## src/fc_pkg.sv

```systemverilog
// fc dot-product engine shared widths, beat opcodes and stage payload structs
package fc_pkg;

  ////////////////////
  // widths
  localparam int DATA_W    = 8;    // feature, weight, bias
  localparam int PROD_W    = 16;
  localparam int ACC_W     = 28;
  localparam int NUM_LANES = 4;
  localparam int Q_MAX     = 127;  // saturation value of a result byte

  ////////////////////
  // beat opcode, bit 0 clears the partial sum, bit 1 emits a result
  typedef enum logic [1:0] {
    BEAT_MID   = 2'b00,
    BEAT_FIRST = 2'b01,
    BEAT_LAST  = 2'b10,
    BEAT_ONLY  = 2'b11
  } beat_kind_e;

  typedef struct packed {
    beat_kind_e                       kind;
    logic [DATA_W-1:0]                feat;
    logic [NUM_LANES-1:0][DATA_W-1:0] weight;
    logic [NUM_LANES-1:0][DATA_W-1:0] bias;    // only looked at on emit
  } beat_t;

  typedef struct packed {
    logic                             valid;
    beat_kind_e                       kind;
    logic [NUM_LANES-1:0][DATA_W-1:0] bias;
    logic [NUM_LANES-1:0][PROD_W-1:0] prod;
  } prod_t;

  typedef struct packed {
    logic                            valid;  // emitting beats only
    logic [NUM_LANES-1:0][ACC_W-1:0] sum;
  } acc_vec_t;

  typedef struct packed {
    logic [NUM_LANES-1:0][DATA_W-1:0] lane;
  } result_t;

  function automatic logic kind_clears(beat_kind_e k);
    return (k == BEAT_FIRST) || (k == BEAT_ONLY);
  endfunction

  function automatic logic kind_emits(beat_kind_e k);
    return (k == BEAT_LAST) || (k == BEAT_ONLY);
  endfunction

endpackage

```

## src/beat_intake.sv

```systemverilog
// input four-phase handshake, captures beats and holds off while a result is pending
`timescale 1ns/1ps

module beat_intake import fc_pkg::*; (
  input  logic  clk,
  input  logic  rstn,
  input  logic  in_req,
  input  beat_t in_beat,
  output logic  in_ack,
  input  logic  out_busy,
  output logic  st_valid,
  output beat_t st_beat
);

  typedef enum logic {WAIT_REQ, WAIT_DROP} intake_state_e;

  intake_state_e state;
  logic          last_pend;  // emitting beat inside the pipe
  logic          busy_q;
  logic          can_take;

  assign can_take = in_req && !last_pend && !out_busy;

  ////////////////////
  // handshake FSM
  always_ff @(posedge clk) begin
    if (!rstn) begin
      state     <= WAIT_REQ;
      in_ack    <= 1'b0;
      st_valid  <= 1'b0;
      last_pend <= 1'b0;
      busy_q    <= 1'b0;
    end else begin
      st_valid <= 1'b0;  // one cycle per beat
      busy_q   <= out_busy;
      if (busy_q && !out_busy) last_pend <= 1'b0;  // result delivered
      case (state)
        WAIT_REQ: begin
          if (can_take) begin
            in_ack   <= 1'b1;
            st_valid <= 1'b1;
            state    <= WAIT_DROP;
            if (kind_emits(in_beat.kind)) last_pend <= 1'b1;
          end
        end
        WAIT_DROP: begin
          if (!in_req) begin
            in_ack <= 1'b0;
            state  <= WAIT_REQ;
          end
        end
        default: state <= WAIT_REQ;
      endcase
    end
  end

  always_ff @(posedge clk) begin
    if (state == WAIT_REQ && can_take) st_beat <= in_beat;
  end

  // ack only answers a request seen on the previous edge
  a_ack_needs_req: assert property (@(posedge clk) disable iff (!rstn)
    $rose(in_ack) |-> $past(in_req));

  a_stage_one_cycle: assert property (@(posedge clk) disable iff (!rstn)
    st_valid |=> !st_valid);

endmodule

```

## src/mult_pipe.sv

```systemverilog
// signed 8x8 multiplier, sign-magnitude with a registered partial-product adder tree
`timescale 1ns/1ps

module mult_pipe import fc_pkg::*; (
  input  logic              clk,
  input  logic              rstn,
  input  logic              in_valid,
  input  logic [DATA_W-1:0] a,
  input  logic [DATA_W-1:0] b,
  output logic              out_valid,
  output logic [PROD_W-1:0] prod
);

  logic [DATA_W-1:0] a_mag;
  logic [DATA_W-1:0] b_mag;
  logic [DATA_W-1:0] pp [DATA_W];

  logic              v_s1, v_s2, v_s3;
  logic              sgn_s1, sgn_s2, sgn_s3;
  logic [DATA_W-1:0] pp_s1 [DATA_W];  // eight rows, weight 2^k
  logic [9:0]        sum_s2 [4];      // row pairs, weight 4^k
  logic [11:0]       sum_s3 [2];      // pairs of pairs, weight 16^k
  logic [PROD_W-1:0] mag;

  ////////////////////
  // stage 1, magnitudes and partial products
  assign a_mag = a[DATA_W-1] ? (~a + 1'b1) : a;
  assign b_mag = b[DATA_W-1] ? (~b + 1'b1) : b;

  always_comb begin
    for (int k = 0; k < DATA_W; k++) begin
      pp[k] = b_mag[k] ? a_mag : '0;
    end
  end

  always_ff @(posedge clk) begin
    for (int k = 0; k < DATA_W; k++) begin
      pp_s1[k] <= pp[k];
    end
    sgn_s1 <= a[DATA_W-1] ^ b[DATA_W-1];
  end

  ////////////////////
  // stage 2, adjacent rows
  always_ff @(posedge clk) begin
    for (int k = 0; k < 4; k++) begin
      sum_s2[k] <= {2'b00, pp_s1[2*k]} + {1'b0, pp_s1[2*k+1], 1'b0};
    end
    sgn_s2 <= sgn_s1;
  end

  ////////////////////
  // stage 3, pairs of pairs
  always_ff @(posedge clk) begin
    for (int k = 0; k < 2; k++) begin
      sum_s3[k] <= {2'b00, sum_s2[2*k]} + {sum_s2[2*k+1], 2'b00};
    end
    sgn_s3 <= sgn_s2;
  end

  ////////////////////
  // stage 4, last add and sign restore
  assign mag = {4'b0000, sum_s3[0]} + {sum_s3[1], 4'b0000};

  always_ff @(posedge clk) begin
    prod <= sgn_s3 ? (~mag + 1'b1) : mag;  // zero stays zero
  end

  // valid bits walk alongside the data
  always_ff @(posedge clk) begin
    if (!rstn) begin
      v_s1      <= 1'b0;
      v_s2      <= 1'b0;
      v_s3      <= 1'b0;
      out_valid <= 1'b0;
    end else begin
      v_s1      <= in_valid;
      v_s2      <= v_s1;
      v_s3      <= v_s2;
      out_valid <= v_s3;
    end
  end

  a_latency_four: assert property (@(posedge clk) disable iff (!rstn)
    out_valid == $past(in_valid, 4));

endmodule

```

## src/psum_accum.sv

```systemverilog
// per-lane partial-sum accumulator with first-beat clear and bias add on the last beat
`timescale 1ns/1ps

module psum_accum import fc_pkg::*; #(
  parameter int LANES = NUM_LANES
) (
  input  logic     clk,
  input  logic     rstn,
  input  prod_t    p_in,
  output acc_vec_t acc_out
);

  localparam int MULT_DEPTH = 4;  // matches the multiplier adder tree

  // kind and bias enter with the stage 0 beat and are delayed here
  // so that they line up with the products
  beat_kind_e                       kind_sh [MULT_DEPTH];
  logic [NUM_LANES-1:0][DATA_W-1:0] bias_sh [MULT_DEPTH];

  logic [ACC_W-1:0]                psum     [LANES];
  logic [ACC_W-1:0]                psum_nxt [LANES];
  logic [ACC_W-1:0]                bias_ext [LANES];
  logic [NUM_LANES-1:0][ACC_W-1:0] acc_sum;
  logic                            acc_valid;
  beat_kind_e                      kind_al;

  assign kind_al = kind_sh[MULT_DEPTH-1];

  always_ff @(posedge clk) begin
    kind_sh[0] <= p_in.kind;
    bias_sh[0] <= p_in.bias;
    for (int s = 1; s < MULT_DEPTH; s++) begin
      kind_sh[s] <= kind_sh[s-1];
      bias_sh[s] <= bias_sh[s-1];
    end
  end

  ////////////////////
  // accumulate
  always_comb begin
    for (int i = 0; i < LANES; i++) begin
      psum_nxt[i] = {{(ACC_W-PROD_W){p_in.prod[i][PROD_W-1]}}, p_in.prod[i]};
      if (!kind_clears(kind_al)) psum_nxt[i] = psum_nxt[i] + psum[i];
      bias_ext[i] = {{(ACC_W-DATA_W){bias_sh[MULT_DEPTH-1][i][DATA_W-1]}},
                     bias_sh[MULT_DEPTH-1][i]};
    end
  end

  always_ff @(posedge clk) begin
    if (!rstn) begin
      acc_valid <= 1'b0;
      for (int i = 0; i < LANES; i++) psum[i] <= '0;
    end else begin
      acc_valid <= p_in.valid && kind_emits(kind_al);
      if (p_in.valid) begin
        for (int i = 0; i < LANES; i++) psum[i] <= psum_nxt[i];
      end
    end
  end

  always_ff @(posedge clk) begin
    if (p_in.valid) begin
      for (int i = 0; i < LANES; i++) acc_sum[i] <= psum_nxt[i] + bias_ext[i];
    end
  end

  assign acc_out.valid = acc_valid;
  assign acc_out.sum   = acc_sum;

  a_emit_spaced: assert property (@(posedge clk) disable iff (!rstn)
    acc_out.valid |=> !acc_out.valid);

endmodule

```

## src/requant_out.sv

```systemverilog
// ReLU, requantise and saturate each lane, then hold the result for the output handshake
`timescale 1ns/1ps

module requant_out import fc_pkg::*; #(
  parameter int LANES      = NUM_LANES,
  parameter int FRAC_SHIFT = 6
) (
  input  logic     clk,
  input  logic     rstn,
  input  acc_vec_t acc_in,
  input  logic     beat_taken,
  input  logic     beat_emits,
  output logic     out_req,
  input  logic     out_ack,
  output result_t  out_res,
  output logic     out_busy
);

  typedef enum logic [1:0] {EMPTY, REQ, DROP} out_state_e;

  out_state_e       state;
  result_t          q_res;
  logic [ACC_W-1:0] shifted [LANES];

  ////////////////////
  // requantise
  always_comb begin
    q_res = '0;
    for (int i = 0; i < LANES; i++) begin
      shifted[i] = acc_in.sum[i] >> FRAC_SHIFT;
      if (acc_in.sum[i][ACC_W-1]) begin
        q_res.lane[i] = '0;  // relu
      end else if (shifted[i] > ACC_W'(Q_MAX)) begin
        q_res.lane[i] = DATA_W'(Q_MAX);
      end else begin
        q_res.lane[i] = shifted[i][DATA_W-1:0];
      end
    end
  end

  // holding register, only loaded when idle
  always_ff @(posedge clk) begin
    if (state == EMPTY && acc_in.valid) out_res <= q_res;
  end

  ////////////////////
  // output handshake
  always_ff @(posedge clk) begin
    if (!rstn) begin
      state    <= EMPTY;
      out_req  <= 1'b0;
      out_busy <= 1'b0;
    end else begin
      if (beat_taken && beat_emits) out_busy <= 1'b1;
      case (state)
        EMPTY: if (acc_in.valid) begin
          out_req <= 1'b1;
          state   <= REQ;
        end
        REQ: if (out_ack) begin
          out_req <= 1'b0;
          state   <= DROP;
        end
        DROP: if (!out_ack) begin
          out_busy <= 1'b0;  // lets intake take the next beat
          state    <= EMPTY;
        end
        default: state <= EMPTY;
      endcase
    end
  end

  a_res_stable: assert property (@(posedge clk) disable iff (!rstn)
    out_req && $past(out_req) |-> $stable(out_res));

endmodule

```

## src/fc_core.sv

```systemverilog
// top level of the four-lane fully-connected dot-product engine
`timescale 1ns/1ps

module fc_core import fc_pkg::*; #(
  parameter int LANES      = NUM_LANES,
  parameter int FRAC_SHIFT = 6
) (
  input  logic    clk,
  input  logic    rstn,
  input  logic    in_req,
  input  beat_t   in_beat,
  output logic    in_ack,
  output logic    out_req,
  input  logic    out_ack,
  output result_t out_res
);

  logic                             st_valid;
  beat_t                            st_beat;
  logic                             out_busy;
  logic [LANES-1:0]                 lane_valid;
  logic [NUM_LANES-1:0][PROD_W-1:0] lane_prod;
  prod_t                            p_in;
  acc_vec_t                         acc;

  beat_intake u_intake (
    .clk      (clk),
    .rstn     (rstn),
    .in_req   (in_req),
    .in_beat  (in_beat),
    .in_ack   (in_ack),
    .out_busy (out_busy),
    .st_valid (st_valid),
    .st_beat  (st_beat)
  );

  ////////////////////
  // multiplier lanes with the feature broadcast to all
  for (genvar i = 0; i < LANES; i++) begin : g_lane
    mult_pipe u_mult (
      .clk       (clk),
      .rstn      (rstn),
      .in_valid  (st_valid),
      .a         (st_beat.feat),
      .b         (st_beat.weight[i]),
      .out_valid (lane_valid[i]),
      .prod      (lane_prod[i])
    );
  end

  // kind and bias leave at the stage 0 tap and psum_accum delays them
  assign p_in = '{valid: lane_valid[0], kind: st_beat.kind, bias: st_beat.bias,
                  prod: lane_prod};

  psum_accum #(.LANES(LANES)) u_accum (
    .clk     (clk),
    .rstn    (rstn),
    .p_in    (p_in),
    .acc_out (acc)
  );

  requant_out #(.LANES(LANES), .FRAC_SHIFT(FRAC_SHIFT)) u_out (
    .clk        (clk),
    .rstn       (rstn),
    .acc_in     (acc),
    .beat_taken (st_valid),
    .beat_emits (kind_emits(st_beat.kind)),
    .out_req    (out_req),
    .out_ack    (out_ack),
    .out_res    (out_res),
    .out_busy   (out_busy)
  );

endmodule

```

## config.mk

```make
export PLATFORM = sky130hd
export DESIGN_NAME = fc_core
export DESIGN_NICKNAME = d
export VERILOG_FILES = /design/src/fc_pkg.sv /design/src/beat_intake.sv /design/src/mult_pipe.sv /design/src/psum_accum.sv /design/src/requant_out.sv /design/src/fc_core.sv
export SDC_FILE = /design/constraint.sdc
export NUM_CORES = 2
export LEC_CHECK = 0
export BUFFER_PORTS_ARGS = -buffer_cell sky130_fd_sc_hd__buf_2
export CAP_MARGIN = 10
export CORE_ASPECT_RATIO = 2
export CORE_MARGIN = 2
export CORE_UTILIZATION = 38
export CTS_BUF_LIST = sky130_fd_sc_hd__clkbuf_4
export CTS_CLUSTER_SIZE = 28
export DETAILED_ROUTE_END_ITERATION = 6
export GPL_TIMING_DRIVEN = 0
export PLACE_DENSITY = 0.54
export SYNTH_ARGS = -nofsm -noshare
export SYNTH_HDL_FRONTEND = slang
export SYNTH_SLANG_ARGS = --single-unit
```

## constraint.sdc

```tcl
create_clock -name clk -period 13.7 [get_ports clk]
set_input_delay 2.74 -clock clk [delete_from_list [all_inputs] [get_ports clk]]
set_output_delay 2.74 -clock clk [all_outputs]
set_load 0.03 [all_outputs]
```

==> results by group <==
Setup path
  – Maximum fanout count along the critical path: 10
  – R2r startpoint: u_accum.kind_sh[3][0]
  – Worst endpoint required time: 14.59 ns
  – CP Class: register to register
  – R2R Path End: u_accum.acc_out[108]
  – Worst Reg2Reg Path Length in Cells: 16
  – Crit path capture type: register
  – Startpoint Class: register
  – Reg-to-reg slack, setup: 7.21 ns
  – Crit path DAT: 7.39 ns

Clocking
  – CTS buffer count: between 200 and 250
  – CTS Sinks: 1044
  – H-tree levels: 4
  – Clock Path Buffers: 3
  – Clk_lat worst skew: between 1 and 1.5 ns
  – CTS tree: done
  – Cts repair resizes: 0
  – Clock Pin Slew Worst Setup and Hold Paths: 0.07 ns
  – Post-CTS Setup Inserts: 0
  – Clock Tree Root: clkbuf_4
  – Hold_buf cts: 0

Placement
  – HPWL after detailed placement: 83200 µm
  – Gpl congestion: just under 0.9
  – Pre-CTS setup slack: 7.05 ns
  – I/O Buffers: about 110
  – DP Area: between 40000 and 50000 µm²

Floorplanning
  – I/O pins: between 100 and 150
  – Die ar.: between 100000 and 150000 µm²
  – Core area: 123000 µm²
  – Die Span Y: 501 µm
  – Cell Rows: 182
  – Starting Density: 0.382
  – Die W: 252 µm

Run status
  – Status: complete, no violations

Yosys
  – Top-area cell type share of the netlist area: 0.315
  – Most numerous cell in the Yosys netlist: dfxtp_1
  – Synthesized area per cell: 10.6 µm²
  – Mapped cell area: 46900 µm²
  – Most used DFF post-synth: dfxtp_1
  – Post-synth EDFFs: 306
  – Cells after Synth: 4424
  – Synth area leaders: dfxtp_1 (32%), edfxtp_1 (20%), ha_1 (12%), xnor2_1 (5.3%), nor2_1 (3.7%)
  – Post-synthesis sequential area ratio: 0.511
  – Distinct cells, synth: 87
  – Most common library cells after synthesis: dfxtp_1 (738), nor2_1 (465), ha_1 (432), edfxtp_1 (306), a21oi_1 (302)
  – Area leader, netlist: dfxtp_1
  – Synth Warn #: 0
  – Synth Register Bits: 1044
  – Post-synth ARST share: 0

Timing
  – Max Fclk: approximately 0.15 GHz
  – Slew Limit Fails: 0
  – Final Hold Viols: 0
  – Final setup fails: 0
  – WHS: ~0.29 ns
  – Unrepaired setup endpoints after global routing: false
  – Clk_skew: around 0.095 ns
  – Least-Margin Pin Slew: about 1.2 ns
  – Slew headroom: 0.198
  – Final period util: 0.474
  – Final min period: 6.49 ns
  – Setup ws final: slightly above 7 ns

Routing
  – ANT nets after route: 0
  – First-pass DRT Iterations: 5
  – DRT iter0 DRCs: between 1000 and 1500
  – Post-DR wirelength/cell: 16.5 µm
  – Vias/cell: slightly below 5
  – DR vias: 32300
  – WL final: 108000 µm
  – DRC: 0

Min path
  – HP Start: u_accum.bias_sh[0][6]
  – Hold depth: 0
  – WHS Endpoint: u_accum.bias_sh[1][6]
  – Worst hold path class: register to register

Global routing
  – First-pass GRT wire length: 172000 µm
  – Tot GR Track Use: 0.174
  – Initial antenna violation count: 5
  – Global route total overflow: 0
  – Number of global-route vias before repair: 33600
  – Largest net degree at the start of global routing: 53

Finish
  – Design area: 52800 µm²
  – Synthesis-to-layout area growth: 12.7%
  – Share of layout cells above drive strength 1: 0.107
  – Nets: 5340
  – Layout Utilization: 0.431

Pwr
  – P_sw: approximately 3.5 mW
  – Static Leakage: 23.3 nW
  – Sequential power share: 0.398
  – Share of power burned in combinational logic: 0.349
  – Pwr Density: roughly 190 nW/µm²
  – Max rail drop VDD: 0.0000852 V
  – Clock power frac: 0.253
  – Sw frac: 0.348
  – Int Power: between 6 and 7 mW

Flow run
  – Max cap viols: 0
[cell families after synthesis]
kind of cell | count (synthesis) | synth area share
xor gates and xnor gates | 431 | 0.0811
and+or+nand+nor | 1137 | 0.113
other | 1 | 0.0000800
DFF | 1044 | 0.511
adders and majority gates | 464 | 0.129
AOI/OAI and AO/OA | 957 | 0.131
muxes | 23 | 0.00502
buffers and inverters | 367 | 0.0295
[metal layers]
metal  wire length (µm)  up-vias  global-route usage
met5                 85        -                   0
met4               6270        6               0.103
met3               3430      302              0.0314
met2              59800      573               0.344
met1              38800    15000               0.163
li1                   -    16400                   -
[per-stage QoR]
stage / std cells / power (mW) / TNS, ns
5_1_grt: 6572 / 10.7 / 0
2_1_floorplan: 4427 / 6.70 / 0
4_1_cts: 6569 / 10.1 / 0
3_3_place_gp: 6102 / 7.51 / -371.33
6_report: 6572 / 9.97 / 0
3_5_place_dp: 6120 / 7.54 / 0
[worst max-delay path, stage by stage (launching register included)]
cell and delay, ns:
dfxtp_1 0.31, buf_2 0.40, clkbuf_1 0.62, buf_1 0.67, clkbuf_1 0.84, o21ai_0 0.30
ha_1 0.35, and2_1 0.17, a221o_1 0.31, a31oi_1 0.54, o21ai_1 0.26, a221o_1 0.41
a21o_1 0.22, a221o_1 0.32, a21oi_1 0.24, o21bai_1 0.10, xor2_1 0.14
[placed cells by master, fill, tap and decap left out, types with 111 or more instances in the layout]
cell and instances:
edfxtp_1 306, nor2_1 465, nor2b_1 111, xnor2_1 282, xor2_1 147, dfxtp_1 737, a21o_1 131, buf_2 114
clkbuf_4 336, inv_1 263, nand2_1 247, a21oi_1 302, o21bai_1 114, ha_1 432
[state kept, by name, indices dropped and copies added (netlist names), 2 cells and up]
signal	cells
u_accum.psum	112
g_lane.u_mult.sum_s3	96
g_lane.u_mult.pp_s1	256
u_out.state	2
u_accum.bias_sh	128
g_lane.u_mult.sgn_s3	4
u_intake.st_beat	74
u_accum.acc_out	88
u_accum.kind_sh	8
g_lane.u_mult.sgn_s2	4
g_lane.u_mult.sgn_s1	4
u_out.out_res	32
g_lane.u_mult.sum_s2	160
g_lane.u_mult.prod	64
[how the worst max path moves through the flow]
stage / start / depth (start not counted) / slack [ns] / to
global placement: in_req / 2 / -4.86 / u_intake.st_beat[15]
CTS: u_accum.kind_sh[3][0] / 17 / 7.04 / u_accum.acc_out[108]
global route: u_accum.kind_sh[3][0] / 18 / 6.88 / u_accum.acc_out[27]
floorplan: in_req / 1 / 2.56 / u_intake.st_beat[0]
detailed placement: u_accum.kind_sh[3][0] / 17 / 7.05 / u_accum.acc_out[108]
finish: u_accum.kind_sh[3][0] / 16 / 7.21 / u_accum.acc_out[108]
[area by class of cell]
cell class                 count  area (µm²)
antenna                        3        7.51
buffer                        98         372
clock buffer                 336        2520
clock inverter               113         668
fill                       11800       69900
inverter                     269        1010
multi-input combinational   3016       21600
sequential                  1044       24000
tap                         1564        1960
timing repair buffer         129         766
[power groups by stage]
stage / Combinational, mW / Clock [mW] / Sequential (mW)
after global routing: 3.95 / 2.78 / 4.02
after CTS: 3.52 / 2.63 / 3.98
final: 3.48 / 2.52 / 3.97
after detailed placement: 3.50 / 0 / 4.04
after global placement: 3.46 / 0 / 4.05
after floorplan: 2.75 / 0 / 3.95
(Power assumes the default switching activity.)
